==> config.mk <==
export PLATFORM = sky130hd
export DESIGN_NAME = mrd_r42_top
export DESIGN_NICKNAME = d
export VERILOG_FILES = /design/src/verilog/r42_pkg.sv /design/src/verilog/r42_lane_if.sv /design/src/verilog/r42_butterfly.sv /design/src/verilog/r42_scale_lane.sv /design/src/verilog/r42_output_stage.sv /design/src/verilog/mrd_r42_top.sv
export SDC_FILE = /design/constraint.sdc
export NUM_CORES = 2
export LEC_CHECK = 0
export BUFFER_PORTS_ARGS = -buffer_cell sky130_fd_sc_hd__buf_2
export CORE_MARGIN = 5
export CORE_UTILIZATION = 55
export CTS_CLUSTER_DIAMETER = 80
export DETAILED_ROUTE_END_ITERATION = 12
export GPL_ROUTABILITY_DRIVEN = 0
export PLACE_DENSITY = 0.77
export SLEW_MARGIN = 0
export SYNTH_ARGS = -nofsm -noshare
export SYNTH_HDL_FRONTEND = slang
export SYNTH_SLANG_ARGS = --single-unit
==> constraint.sdc <==
create_clock -name clk -period 10.66 [get_ports clk]
set_input_delay 1.066 -clock clk [delete_from_list [all_inputs] [get_ports clk]]
set_output_delay 1.066 -clock clk [all_outputs]
set_load 0.05 [all_outputs]
==> src/verilog/r42_pkg.sv <==
`default_nettype none

package r42_pkg;

	// ------------------------------------------------------------------------
	// datapath widths
	// ------------------------------------------------------------------------

	// input / output sample width, one part of a complex word
	localparam int DATA_W = 18;
	// headroom for the two add/sub stages and spare guard bits
	localparam int HEAD_W = 6;
	// internal word after the butterfly
	localparam int WIDE_W = DATA_W + HEAD_W;

	// sample ports at the top, lanes actually used by r4 / r2
	localparam int NUM_PORTS = 5;
	localparam int NUM_LANES = 4;

	// ------------------------------------------------------------------------
	// control fields
	// ------------------------------------------------------------------------

	localparam int FACTOR_W = 3;
	localparam int STAGE_W  = 3;
	localparam int GROWTH_W = 2;
	localparam int EXP_W    = 4;

	// factor codes, anything else is handled like radix-2
	localparam logic [FACTOR_W-1:0] FACTOR_R4 = 3'd4;
	localparam logic [FACTOR_W-1:0] FACTOR_R2 = 3'd2;

	// worst-case bit growth
	// first stage is always 2, later stages 3 for r4 and 2 for r2
	localparam logic [GROWTH_W-1:0] GROWTH_FIRST = 2'd2;
	localparam logic [GROWTH_W-1:0] GROWTH_R4    = 2'd3;

endpackage

`default_nettype wire

==> src/verilog/r42_lane_if.sv <==
`timescale 1ns/10ps
`default_nettype none

// one complex word per butterfly lane
// used twice: wide butterfly results and scaled 18-bit results
interface r42_lane_if #(
	parameter int WIDTH = r42_pkg::DATA_W
) ();
	import r42_pkg::*;

	// real parts, lane 0..3
	logic signed [WIDTH-1:0] re [0:NUM_LANES-1];
	// imaginary parts, lane 0..3
	logic signed [WIDTH-1:0] im [0:NUM_LANES-1];

	// producer side
	modport src (
		output re,
		output im
	);

	// consumer side
	modport dst (
		input re,
		input im
	);

endinterface

`default_nettype wire

==> src/verilog/r42_butterfly.sv <==
`timescale 1ns/10ps
`default_nettype none

module r42_butterfly #(
	parameter int DATA_W = r42_pkg::DATA_W
) (
	input  wire                                clk,
	input  wire                                rst_n,
	input  wire signed [DATA_W-1:0]            din_real_i [0:r42_pkg::NUM_PORTS-1],
	input  wire signed [DATA_W-1:0]            din_imag_i [0:r42_pkg::NUM_PORTS-1],
	input  wire        [r42_pkg::FACTOR_W-1:0] factor_i,
	input  wire                                inverse_i,
	input  wire        [r42_pkg::STAGE_W-1:0]  cnt_stage_i,
	input  wire        [r42_pkg::GROWTH_W-1:0] margin_i,
	r42_lane_if.src                            bfly_o,
	output logic       [r42_pkg::GROWTH_W-1:0] word_growth_o
);
	import r42_pkg::*;

	// one extra bit after stage 1, full headroom from the widen stage on
	localparam int S1_W   = DATA_W + 1;
	localparam int BFLY_W = DATA_W + HEAD_W;

	logic                     is_r4;
	// routed operands, index 0..3 holds t1..t4
	logic signed [DATA_W-1:0] t_re [0:NUM_LANES-1];
	logic signed [DATA_W-1:0] t_im [0:NUM_LANES-1];
	// stage 1 results x1..x4
	logic signed [S1_W-1:0]   x_re [0:NUM_LANES-1];
	logic signed [S1_W-1:0]   x_im [0:NUM_LANES-1];
	// widened copy of x1..x4
	logic signed [BFLY_W-1:0] w_re [0:NUM_LANES-1];
	logic signed [BFLY_W-1:0] w_im [0:NUM_LANES-1];
	// stage 2 before the register
	logic signed [BFLY_W-1:0] y_re [0:NUM_LANES-1];
	logic signed [BFLY_W-1:0] y_im [0:NUM_LANES-1];
	logic [GROWTH_W-1:0]      later_growth;
	logic [GROWTH_W-1:0]      worst_growth;

	assign is_r4 = (factor_i == FACTOR_R4);

	// ------------------------------------------------------------------------
	// input routing, port 4 unused
	// ------------------------------------------------------------------------
	always_comb begin
		t_re[0] = din_real_i[0];
		t_im[0] = din_imag_i[0];
		t_re[3] = din_real_i[3];
		t_im[3] = din_imag_i[3];
		if (is_r4) begin
			t_re[1] = din_real_i[1];
			t_im[1] = din_imag_i[1];
			t_re[2] = din_real_i[2];
			t_im[2] = din_imag_i[2];
		end else begin
			// r2 pairs (d0,d1) and (d2,d3)
			t_re[1] = din_real_i[2];
			t_im[1] = din_imag_i[2];
			t_re[2] = din_real_i[1];
			t_im[2] = din_imag_i[1];
		end
	end

	// ------------------------------------------------------------------------
	// stage 1 then widen, one register each
	// ------------------------------------------------------------------------
	always_ff @(posedge clk) begin
		if (!rst_n) begin
			for (int n = 0; n < NUM_LANES; n++) begin
				x_re[n] <= '0;
				x_im[n] <= '0;
				w_re[n] <= '0;
				w_im[n] <= '0;
			end
		end else begin
			// x1 = t1+t3, x2 = t2+t4, x3 = t1-t3, x4 = t2-t4
			x_re[0] <= S1_W'(t_re[0]) + S1_W'(t_re[2]);
			x_im[0] <= S1_W'(t_im[0]) + S1_W'(t_im[2]);
			x_re[1] <= S1_W'(t_re[1]) + S1_W'(t_re[3]);
			x_im[1] <= S1_W'(t_im[1]) + S1_W'(t_im[3]);
			x_re[2] <= S1_W'(t_re[0]) - S1_W'(t_re[2]);
			x_im[2] <= S1_W'(t_im[0]) - S1_W'(t_im[2]);
			x_re[3] <= S1_W'(t_re[1]) - S1_W'(t_re[3]);
			x_im[3] <= S1_W'(t_im[1]) - S1_W'(t_im[3]);
			// sign extend
			for (int n = 0; n < NUM_LANES; n++) begin
				w_re[n] <= BFLY_W'(x_re[n]);
				w_im[n] <= BFLY_W'(x_im[n]);
			end
		end
	end

	// ------------------------------------------------------------------------
	// stage 2
	// ------------------------------------------------------------------------
	always_comb begin
		if (is_r4) begin
			y_re[0] = w_re[0] + w_re[1];
			y_im[0] = w_im[0] + w_im[1];
			y_re[2] = w_re[0] - w_re[1];
			y_im[2] = w_im[0] - w_im[1];
			if (!inverse_i) begin
				// forward, lane 1 = x3 - j*x4
				y_re[1] = w_re[2] + w_im[3];
				y_im[1] = w_im[2] - w_re[3];
				y_re[3] = w_re[2] - w_im[3];
				y_im[3] = w_im[2] + w_re[3];
			end else begin
				// inverse, j terms flip sign
				y_re[1] = w_re[2] - w_im[3];
				y_im[1] = w_im[2] + w_re[3];
				y_re[3] = w_re[2] + w_im[3];
				y_im[3] = w_im[2] - w_re[3];
			end
		end else begin
			// two r2 butterflies already done in stage 1
			y_re[0] = w_re[0];
			y_im[0] = w_im[0];
			y_re[1] = w_re[2];
			y_im[1] = w_im[2];
			y_re[2] = w_re[1];
			y_im[2] = w_im[1];
			y_re[3] = w_re[3];
			y_im[3] = w_im[3];
		end
	end

	always_ff @(posedge clk) begin
		if (!rst_n) begin
			for (int n = 0; n < NUM_LANES; n++) begin
				bfly_o.re[n] <= '0;
				bfly_o.im[n] <= '0;
			end
		end else begin
			for (int n = 0; n < NUM_LANES; n++) begin
				bfly_o.re[n] <= y_re[n];
				bfly_o.im[n] <= y_im[n];
			end
		end
	end

	// ------------------------------------------------------------------------
	// block floating point growth
	// ------------------------------------------------------------------------
	always_comb begin
		case (factor_i)
			FACTOR_R4: later_growth = GROWTH_R4;
			FACTOR_R2: later_growth = GROWTH_FIRST;
			default:   later_growth = GROWTH_FIRST;
		endcase
	end

	assign worst_growth = (cnt_stage_i == '0) ? GROWTH_FIRST : later_growth;

	// growth minus margin, never below zero
	always_ff @(posedge clk) begin
		if (!rst_n) begin
			word_growth_o <= '0;
		end else if (worst_growth >= margin_i) begin
			word_growth_o <= worst_growth - margin_i;
		end else begin
			word_growth_o <= '0;
		end
	end

endmodule

`default_nettype wire

==> src/verilog/r42_scale_lane.sv <==
`timescale 1ns/10ps
`default_nettype none

module r42_scale_lane #(
	parameter int DATA_W = r42_pkg::DATA_W,
	parameter int WIDE_W = r42_pkg::WIDE_W
) (
	input  wire                                clk,
	input  wire                                rst_n,
	input  wire signed [WIDE_W-1:0]            in_real_i,
	input  wire signed [WIDE_W-1:0]            in_imag_i,
	input  wire        [r42_pkg::GROWTH_W-1:0] word_growth_i,
	output logic signed [DATA_W-1:0]           out_real_o,
	output logic signed [DATA_W-1:0]           out_imag_o
);

	// arithmetic shift keeps the sign, i.e. floor division by 2^g
	logic signed [WIDE_W-1:0] re_sh;
	logic signed [WIDE_W-1:0] im_sh;

	assign re_sh = in_real_i >>> word_growth_i;
	assign im_sh = in_imag_i >>> word_growth_i;

	// ------------------------------------------------------------------------
	// output register
	// ------------------------------------------------------------------------

	// low bits only, wraps on overflow
	// no saturation
	always_ff @(posedge clk) begin
		if (!rst_n) begin
			out_real_o <= '0;
			out_imag_o <= '0;
		end else begin
			out_real_o <= re_sh[DATA_W-1:0];
			out_imag_o <= im_sh[DATA_W-1:0];
		end
	end

endmodule

`default_nettype wire

==> src/verilog/r42_output_stage.sv <==
`timescale 1ns/10ps
`default_nettype none

module r42_output_stage #(
	parameter int DATA_W = r42_pkg::DATA_W
) (
	input  wire                                clk,
	input  wire                                rst_n,
	r42_lane_if.dst                            scaled_i,
	input  wire                                in_val_i,
	input  wire                                source_eop_i,
	input  wire        [r42_pkg::EXP_W-1:0]    exp_i,
	input  wire        [r42_pkg::GROWTH_W-1:0] word_growth_i,
	output logic                               out_val_o,
	output logic signed [DATA_W-1:0]           dout_real_o [0:r42_pkg::NUM_PORTS-1],
	output logic signed [DATA_W-1:0]           dout_imag_o [0:r42_pkg::NUM_PORTS-1],
	output logic       [r42_pkg::EXP_W-1:0]    exp_o
);
	import r42_pkg::*;

	// matches the four data registers in front of dout
	localparam int VAL_TAPS = 4;

	logic [VAL_TAPS-1:0] val_r;
	logic                blk_start;

	// ------------------------------------------------------------------------
	// valid delay line
	// ------------------------------------------------------------------------
	always_ff @(posedge clk) begin
		if (!rst_n) begin
			val_r <= '0;
		end else begin
			val_r <= {val_r[VAL_TAPS-2:0], in_val_i};
		end
	end

	assign out_val_o = val_r[VAL_TAPS-1];

	// rising edge of the valid run, seen on taps 1/2
	assign blk_start = val_r[1] && !val_r[2];

	// ------------------------------------------------------------------------
	// block exponent
	// ------------------------------------------------------------------------

	// eop wins over a new block
	// sum wraps mod 16
	always_ff @(posedge clk) begin
		if (!rst_n) begin
			exp_o <= '0;
		end else if (source_eop_i) begin
			exp_o <= '0;
		end else if (blk_start) begin
			exp_o <= exp_i + EXP_W'(word_growth_i);
		end
	end

	// lane n to slot n, spare slot tied off
	for (genvar n = 0; n < NUM_PORTS; n++) begin : g_slot
		if (n < NUM_LANES) begin : g_lane
			assign dout_real_o[n] = scaled_i.re[n];
			assign dout_imag_o[n] = scaled_i.im[n];
		end else begin : g_zero
			assign dout_real_o[n] = '0;
			assign dout_imag_o[n] = '0;
		end
	end

endmodule

`default_nettype wire

==> src/verilog/mrd_r42_top.sv <==
`timescale 1ns/10ps
`default_nettype none

module mrd_r42_top #(
	parameter int DATA_W = r42_pkg::DATA_W
) (
	input  wire                                clk,
	input  wire                                rst_n,

	// sample input, taken every cycle
	input  wire                                in_val_i,
	input  wire signed [DATA_W-1:0]            din_real_i [0:r42_pkg::NUM_PORTS-1],
	input  wire signed [DATA_W-1:0]            din_imag_i [0:r42_pkg::NUM_PORTS-1],

	// configuration, steady over a block
	input  wire        [r42_pkg::FACTOR_W-1:0] factor_i,
	input  wire        [r42_pkg::STAGE_W-1:0]  cnt_stage_i,
	input  wire                                inverse_i,
	input  wire                                source_eop_i,
	input  wire        [r42_pkg::GROWTH_W-1:0] margin_i,
	input  wire        [r42_pkg::EXP_W-1:0]    exp_i,

	// results, four cycles behind the input
	output logic                               out_val_o,
	output logic signed [DATA_W-1:0]           dout_real_o [0:r42_pkg::NUM_PORTS-1],
	output logic signed [DATA_W-1:0]           dout_imag_o [0:r42_pkg::NUM_PORTS-1],
	output logic       [r42_pkg::EXP_W-1:0]    exp_o
);
	import r42_pkg::*;

	// internal butterfly width follows DATA_W
	localparam int BFLY_W = DATA_W + HEAD_W;

	logic [GROWTH_W-1:0] word_growth;

	// wide results out of the butterfly
	r42_lane_if #(.WIDTH(BFLY_W)) bfly_bus ();
	// shifted and truncated results
	r42_lane_if #(.WIDTH(DATA_W)) scaled_bus ();

	// ------------------------------------------------------------------------
	// butterfly, three register stages
	// ------------------------------------------------------------------------
	r42_butterfly #(
		.DATA_W (DATA_W)
	) i_r42_butterfly (
		.clk           (clk),
		.rst_n         (rst_n),
		.din_real_i    (din_real_i),
		.din_imag_i    (din_imag_i),
		.factor_i      (factor_i),
		.inverse_i     (inverse_i),
		.cnt_stage_i   (cnt_stage_i),
		.margin_i      (margin_i),
		.bfly_o        (bfly_bus.src),
		.word_growth_o (word_growth)
	);

	// ------------------------------------------------------------------------
	// per-lane scaling, fourth register stage
	// ------------------------------------------------------------------------
	for (genvar n = 0; n < NUM_LANES; n++) begin : g_lane
		r42_scale_lane #(
			.DATA_W (DATA_W),
			.WIDE_W (BFLY_W)
		) i_r42_scale_lane (
			.clk           (clk),
			.rst_n         (rst_n),
			.in_real_i     (bfly_bus.re[n]),
			.in_imag_i     (bfly_bus.im[n]),
			.word_growth_i (word_growth),
			.out_real_o    (scaled_bus.re[n]),
			.out_imag_o    (scaled_bus.im[n])
		);
	end

	// ------------------------------------------------------------------------
	// valid, exponent and slot mapping
	// ------------------------------------------------------------------------
	r42_output_stage #(
		.DATA_W (DATA_W)
	) i_r42_output_stage (
		.clk           (clk),
		.rst_n         (rst_n),
		.scaled_i      (scaled_bus.dst),
		.in_val_i      (in_val_i),
		.source_eop_i  (source_eop_i),
		.exp_i         (exp_i),
		.word_growth_i (word_growth),
		.out_val_o     (out_val_o),
		.dout_real_o   (dout_real_o),
		.dout_imag_o   (dout_imag_o),
		.exp_o         (exp_o)
	);

endmodule

`default_nettype wire

Yosys cells after proc, flatten, opt, wreduce, memory -nomap -nowiden
Memory sizes are Yosys's and may differ from the RTL's.
Cells that the tools add are included.
{"block": "word_totals", "memories": 4, "output_inout_bits": 185, "ramBits": 344, "register_bits": 346}
{"memory": "i_r42_butterfly.w_im", "words": 4, "width": 24, "read_ports": 4, "rd_ports_with_merged_regs": 0, "write_ports": 4, "line_no": "r42_butterfly.sv:33", "text": "logic signed [BFLY_W-1:0] w_im [0:NUM_LANES-1];"}
{"memory": "i_r42_butterfly.w_re", "words": 4, "width": 24, "read_ports": 4, "rd_ports_with_merged_regs": 0, "write_ports": 4, "line_no": "r42_butterfly.sv:32", "text": "logic signed [BFLY_W-1:0] w_re [0:NUM_LANES-1];"}
{"memory": "i_r42_butterfly.x_im", "words": 4, "width": 19, "read_ports": 4, "rd_ports_with_merged_regs": 0, "write_ports": 4, "line_no": "r42_butterfly.sv:30", "text": "logic signed [S1_W-1:0] x_im [0:NUM_LANES-1];"}
{"memory": "i_r42_butterfly.x_re", "words": 4, "width": 19, "read_ports": 4, "rd_ports_with_merged_regs": 0, "write_ports": 4, "line_no": "r42_butterfly.sv:29", "text": "logic signed [S1_W-1:0] x_re [0:NUM_LANES-1];"}
{"block": "classes", "mux": 28, "n_shift": 8, "magnitude_cmp": 1, "n_eq_ne": 1, "add_sub_neg": 18, "n_reduce_logical": 5, "bitwise": 17}
{"operator": "2-to-1 mux 24 bit", "count": 12}
{"operator": "2-to-1 mux 96 bit", "count": 2}
{"operator": ">>> shifter 24 x 2 -> 18 bit", "count": 8}
{"operator": "2-to-1 mux 19 bit", "count": 8}
{"operator": "adder 24 bit", "count": 4}
{"operator": "subtractor 24 bit", "count": 4}
{"operator": "adder 18 x 18 -> 19 bit", "count": 4}
{"operator": "subtractor 18 x 18 -> 19 bit", "count": 4}
{"operator": "2-to-1 mux 36 bit", "count": 2}
{"operator": "OR 1 bit", "count": 16}
{"operator": "adder 4 x 2 -> 4 bit", "count": 1}
{"operator": "2-to-1 mux 1 bit", "count": 4}
{"operator": "== test 3 bit (second input constant)", "count": 1}
{"operator": "zero test 3 bit", "count": 1}
{"operator": "greater-or-equal comparator 2 bit", "count": 1}
{"operator": "AND reduction 2 bit", "count": 1}
{"operator": "OR reduction 2 bit", "count": 1}
{"operator": "subtractor 2 bit", "count": 1}
{"operator": "logical AND 1 bit", "count": 1}
{"operator": "zero test 1 bit", "count": 1}
{"operator": "inverter 1 bit", "count": 1}

Longest topological paths before layout
{"block": "depth", "ltp_word": 5, "depth_mapped": 19, "ltp_nobuf": 16}

By module
Synthesis repeated with hierarchy kept, for this count alone.
{"block": "hier_totals", "cells_unflattened": 4341, "area_unflattened_um2": 36820.3}
{"module": "r42_butterfly", "cells_each": 3625, "area_per_inst_um2": 29265.6, "n_inst": 1}
{"module": "r42_scale_lane", "cells_each": 126, "area_per_inst_um2": 1467.7, "n_inst": 4}
{"module": "r42_output_stage", "cells_each": 212, "area_per_inst_um2": 1684.1, "n_inst": 1}

Worst setup path before layout
Ideal clock, no wire load.
{"block": "synth_timing", "path_type": "input to register", "startpoint": "input factor_i[1] (netlist name)", "endpoint": "memory i_r42_butterfly.x_re[2][18] (netlist name)", "stages": 17, "path_slack_ns": 6.133, "required_time_ns": 10.564, "n_path_buf": 3, "arrival_ns": 4.432, "path_cell_list": "nor3b_2 -> clkbuf_1 -> clkbuf_1 -> buf_1 -> nand2_1 -> nand2_1 -> ha_1 -> inv_1 -> fa_1 -> a21oi_1 -> o21a_1 -> o211ai_1 -> a221o_1 -> a2111oi_2 -> o21a_1 -> o21bai_1 -> o41ai_2"}
{"item": "from (decl)", "line_no": "mrd_r42_top.sv:16", "text": "input wire [r42_pkg::FACTOR_W-1:0] factor_i,"}
{"item": "to (decl)", "line_no": "r42_butterfly.sv:29"}

==> impl_metrics.prom <==
# TYPE chip_impl_metric gauge
chip_impl_metric{name="fmaxAchievable",unit="MHz"} 224
chip_impl_info{name="critPathLaunchType",value="input port"} 1
chip_impl_metric{name="top_level_ports",unit=""} 382
chip_impl_metric{name="initial_cell_density_of_the_core",unit="%"} 55.4
chip_impl_info{name="setup_repair_after_global_routing_missed_its_margin",value="no"} 1
chip_impl_metric{name="synthArstFlopShare",unit="%"} 0
chip_impl_metric{name="netlist-cell-type-count",unit=""} 92
chip_impl_info{name="worstPathCellList",value="buf_2, nor3b_4, buf_4, mux2_2, or2_2, fa_1, a21oi_1, o221a_2, o2111a_1, o21ai_1, a21oi_1, o311a_1, o31ai_2, a211oi_1, a31o_1"} 1
chip_impl_metric{name="grt_overflow_total",unit=""} 0
chip_impl_metric{name="cts_resized",unit=""} 0
chip_impl_metric{name="synth_area_per_cell",unit="sq um"} 8.85
chip_impl_info{name="crit-reg2reg-launch",value="i_r42_butterfly.w_im[0][0]"} 1
chip_impl_metric{name="cts_buffers",unit=""} 58
chip_impl_metric{name="std_cell_rows",unit=""} 94
chip_impl_metric{name="tritoncts_num_sinks",unit=""} 618
chip_impl_metric{name="antenna_left",unit=""} 0
chip_impl_metric{name="syn-cell-area",unit="sq um"} 36400
chip_impl_metric{name="netlist.area_leader.share",unit="%"} 34.0
chip_impl_metric{name="cts-root-to-sink-buffers",unit=""} 3
chip_impl_metric{name="setup.reg_to_reg.worst_slack",unit="ns"} 6.95
chip_impl_metric{name="worst-path-max-fanout",unit=""} 74
chip_impl_info{name="synthTopCellsByArea",value="dfxtp_1 34%, ha_1 10%, mux4_2 8.9%"} 1
chip_impl_metric{name="worst_hold_slack",unit="ns"} 0.429
chip_impl_metric{name="post_dp_hpwl",unit="um"} 75300
chip_impl_metric{name="grt_pass1_wl",unit="um"} 150000
chip_impl_metric{name="p_sw",unit="W"} 0.00216
chip_impl_info{name="worstReg2RegEnd",value="i_r42_butterfly.bfly_o.im[40]"} 1
chip_impl_info{name="cts_tree",value="done"} 1
chip_impl_metric{name="power.clock.fraction",unit="%"} 32.3
chip_impl_info{name="setup.worst_path.end_class",value="register"} 1
chip_impl_info{name="setup.worst_path.start",value="factor_i[1]"} 1
chip_impl_info{name="critPathMostFrequentCell",value="a21oi_1"} 1
chip_impl_metric{name="timing_worst_slew_pin_value",unit="ns"} 1.03
chip_impl_metric{name="detailedPlace.worstSlack",unit="ns"} 5.64
chip_impl_metric{name="clk_transition_reported_paths",unit="ns"} 0.06
chip_impl_metric{name="reg2regPathDepth",unit=""} 12
chip_impl_metric{name="yosys_warnings",unit=""} 0
chip_impl_metric{name="track_usage",unit="%"} 26.2
chip_impl_metric{name="postSynthRegisterBits",unit=""} 618
chip_impl_metric{name="timing.hold.worst_path_depth",unit=""} 1
chip_impl_metric{name="post-route-drc-count",unit=""} 0
chip_impl_info{name="worstSetupPathType",value="in -> reg"} 1
chip_impl_metric{name="nNetsFinal",unit=""} 4788
chip_impl_metric{name="slew_violations",unit=""} 0
chip_impl_info{name="min_delay_worst_endpoint",value="i_r42_butterfly.w_re[3][14]"} 1
chip_impl_metric{name="grt_max_degree",unit=""} 138
chip_impl_metric{name="postCtsSetupBuffers",unit=""} 0
chip_impl_metric{name="power_per_cell_area",unit="nW/um^2"} 168
chip_impl_metric{name="power_report.internal_total",unit="W"} 0.00459
chip_impl_metric{name="timing_hold_violations_final",unit=""} 0
chip_impl_metric{name="final_critical_path_setup_slack",unit="ns"} 6.19
chip_impl_metric{name="area_overhead_of_the_layout_relative_to_synthesis",unit="%"} 10.6
chip_impl_info{name="min-delay-path-class",value="reg -> reg"} 1
chip_impl_metric{name="crit_share_post_route",unit="%"} 42.0
chip_impl_metric{name="route.detailed.vias_per_inst",unit=""} 5.70
chip_impl_metric{name="die_h",unit="um"} 267
chip_impl_metric{name="grt_antenna_before_repair",unit=""} 14
chip_impl_metric{name="finish.instance_area",unit="sq um"} 40300
chip_impl_metric{name="die_width",unit="um"} 267
chip_impl_metric{name="power_frac_seq",unit="%"} 39.8
chip_impl_metric{name="max_stage_delay",unit="ns"} 0.63
chip_impl_metric{name="seq_area_frac_synth",unit="%"} 34.0
chip_impl_metric{name="clk_latency",unit="ns"} 0.61
chip_impl_metric{name="switching_share",unit="%"} 32.0
chip_impl_metric{name="synth_edf_count",unit=""} 0
chip_impl_metric{name="routed_wl",unit="um"} 97100
chip_impl_metric{name="accumulated_negative_setup_slack",unit="ns"} 0
chip_impl_metric{name="fin_crit",unit="ns"} 4.47
chip_impl_metric{name="post_dp_cell_area",unit="sq um"} 38200
chip_impl_metric{name="drt_first_pass_iters",unit=""} 7
chip_impl_metric{name="cellLeakagePower",unit="nW"} 17.8
chip_impl_metric{name="share_of_post_route_cells_with_drive_strength_above_1",unit="%"} 14.5
chip_impl_metric{name="max_slew_margin",unit="%"} 31.7
chip_impl_metric{name="critPathArrivalTime",unit="ns"} 5.02
chip_impl_metric{name="cts.hold.buffers_added",unit=""} 0
chip_impl_metric{name="port_buf_inserts",unit=""} 309
chip_impl_metric{name="setup_viol_count_final",unit=""} 0
chip_impl_info{name="critPathTopFamily",value="compound AO/OA/AOI/OAI gates"} 1
chip_impl_info{name="ctsRootBufferMaster",value="clkbuf_16"} 1
chip_impl_info{name="outcome",value="completed"} 1
chip_impl_metric{name="clock-skew-final",unit="ns"} 0.0167
chip_impl_metric{name="vias",unit=""} 29568
chip_impl_metric{name="routedWlPerCell",unit="um"} 18.7
chip_impl_metric{name="max-cap-violations",unit=""} 0
chip_impl_metric{name="total_number_of_h_tree_levels",unit=""} 2
chip_impl_info{name="hp-start",value="i_r42_butterfly.x_re[3][14]"} 1
chip_impl_info{name="synth_area_leader_cell",value="dfxtp_1"} 1
chip_impl_info{name="critical_path.slowest_cell",value="buf_4"} 1
chip_impl_metric{name="peakVddDrop",unit="uV"} 127
chip_impl_info{name="synthFlopType",value="dfxtp_1"} 1
chip_impl_metric{name="syn_inst",unit=""} 4115
chip_impl_metric{name="critPathBufInv",unit=""} 2
chip_impl_metric{name="combinationalPowerShare",unit="%"} 27.9
chip_impl_metric{name="first_global_vias",unit=""} 26742
chip_impl_metric{name="die-area",unit="sq um"} 71400
chip_impl_metric{name="core_area",unit="sq um"} 65700
chip_impl_metric{name="drt-initial-drc-count",unit=""} 3318
chip_impl_metric{name="critPathRequiredTime",unit="ns"} 11.21
==> per-layer routing <==
| layer | wire [um] | track usage [%] |
|---|---|---|
| met5 | 142 | 0 |
| met4 | 2360 | 5.83 |
| met3 | 9740 | 5.53 |
| met2 | 41800 | 39.5 |
| met1 | 43000 | 38.8 |
==> registers in the layout, indices dropped and copies added (netlist names) <==
signal,cells
i_r42_butterfly.bfly_o.im,84
i_r42_butterfly.bfly_o.re,84
i_r42_butterfly.w_im,74
i_r42_butterfly.w_re,74
i_r42_butterfly.x_im,74
i_r42_butterfly.x_re,74
g_lane.i_r42_scale_lane.out_imag_o,72
g_lane.i_r42_scale_lane.out_real_o,72
i_r42_output_stage.exp_o,4
i_r42_output_stage.val_r,4
i_r42_butterfly.word_growth_o,2
==> synth_stat cells (57+ instances only) <==
| cell | number |
|---|---|
| dfxtp_1 | 618 |
| nand2_1 | 407 |
| nor2_1 | 337 |
| and2_1 | 313 |
| ha_1 | 302 |
| inv_1 | 294 |
| a21oi_1 | 286 |
| clkbuf_1 | 182 |
| xnor2_1 | 165 |
| o21ai_0 | 162 |
| mux4_2 | 144 |
| nor3_1 | 64 |
| a211oi_1 | 57 |
==> cell usage in the layout, fill, tap and decap left out, drive strengths merged, types with 38 or more instances in the layout <==
cell type,instances
o21bai,46
and2,313
mux4,144
or3,40
xnor2,165
o21ai,181
ha,302
buf,328
mux2i,46
nand2b,53
nor3,64
a21o,38
clkbuf,79
nand2,407
a21oi,287
inv,301
dfxtp,618
nor2,337
a211oi,61
nand3,45
==> how the worst max path moves through the flow <==
stage / slack (ns) / end / depth (start not counted)
after floorplan: 6.13 / i_r42_butterfly.x_re[2][18] / 17
after global placement: 5.70 / i_r42_butterfly.x_im[0][18] / 17
after detailed placement: 5.64 / i_r42_butterfly.x_im[3][18] / 15
after CTS: 6.22 / i_r42_butterfly.x_im[3][18] / 15
after global routing: 5.89 / i_r42_butterfly.x_re[3][18] / 18
final: 6.19 / i_r42_butterfly.x_im[3][18] / 15
==> logic make-up (layout without fill, tap and decap cells) <==
| kind of cell | count (synthesis) | in the layout | synth area share [%] |
|---|---|---|---|
| mux | 193 | 193 | 10.3 |
| buf+inv | 565 | 733 | 6.29 |
| fa+ha+maj | 319 | 319 | 11.3 |
| simple gates | 1368 | 1368 | 18.2 |
| compound gates | 853 | 853 | 15.1 |
| xor+xnor | 198 | 198 | 4.76 |
| flops | 618 | 618 | 34.0 |
| other cells | 1 | 40 | 0.0103 |
==> through the flow <==
step | std cells | total power [W] | util [%]
global route | 5182 | 0.00708 | 61.2
detailed placement | 5076 | 0.00458 | 58.1
CTS | 5182 | 0.00676 | 61.2
floorplan | 4150 | 0.00412 | -
global placement | 5076 | 0.00454 | 58.1
finish | 5186 | 0.00676 | 61.2
==> final cells by class <==
type | count | area (sq um)
tap | 864 | 1080
timing repair buffer | 329 | 1710
multi-input combinational | 2967 | 21900
clock buffer | 78 | 1690
fill | 5437 | 25500
sequential | 618 | 12400
clock inverter | 28 | 389
antenna | 4 | 10.0
inverter | 298 | 1120
==> power by group through the flow <==
| stage | sequential, W | clock, W | combinational (W) |
|---|---|---|---|
| floorplan | 0.00276 | 0 | 0.00136 |
| global placement | 0.00273 | 0 | 0.00181 |
| detailed placement | 0.00273 | 0 | 0.00184 |
| CTS | 0.00269 | 0.00222 | 0.00186 |
| global route | 0.00271 | 0.00231 | 0.00206 |
| finish | 0.00269 | 0.00218 | 0.00189 |
Note: power is estimated with default switching activity, not from simulation.
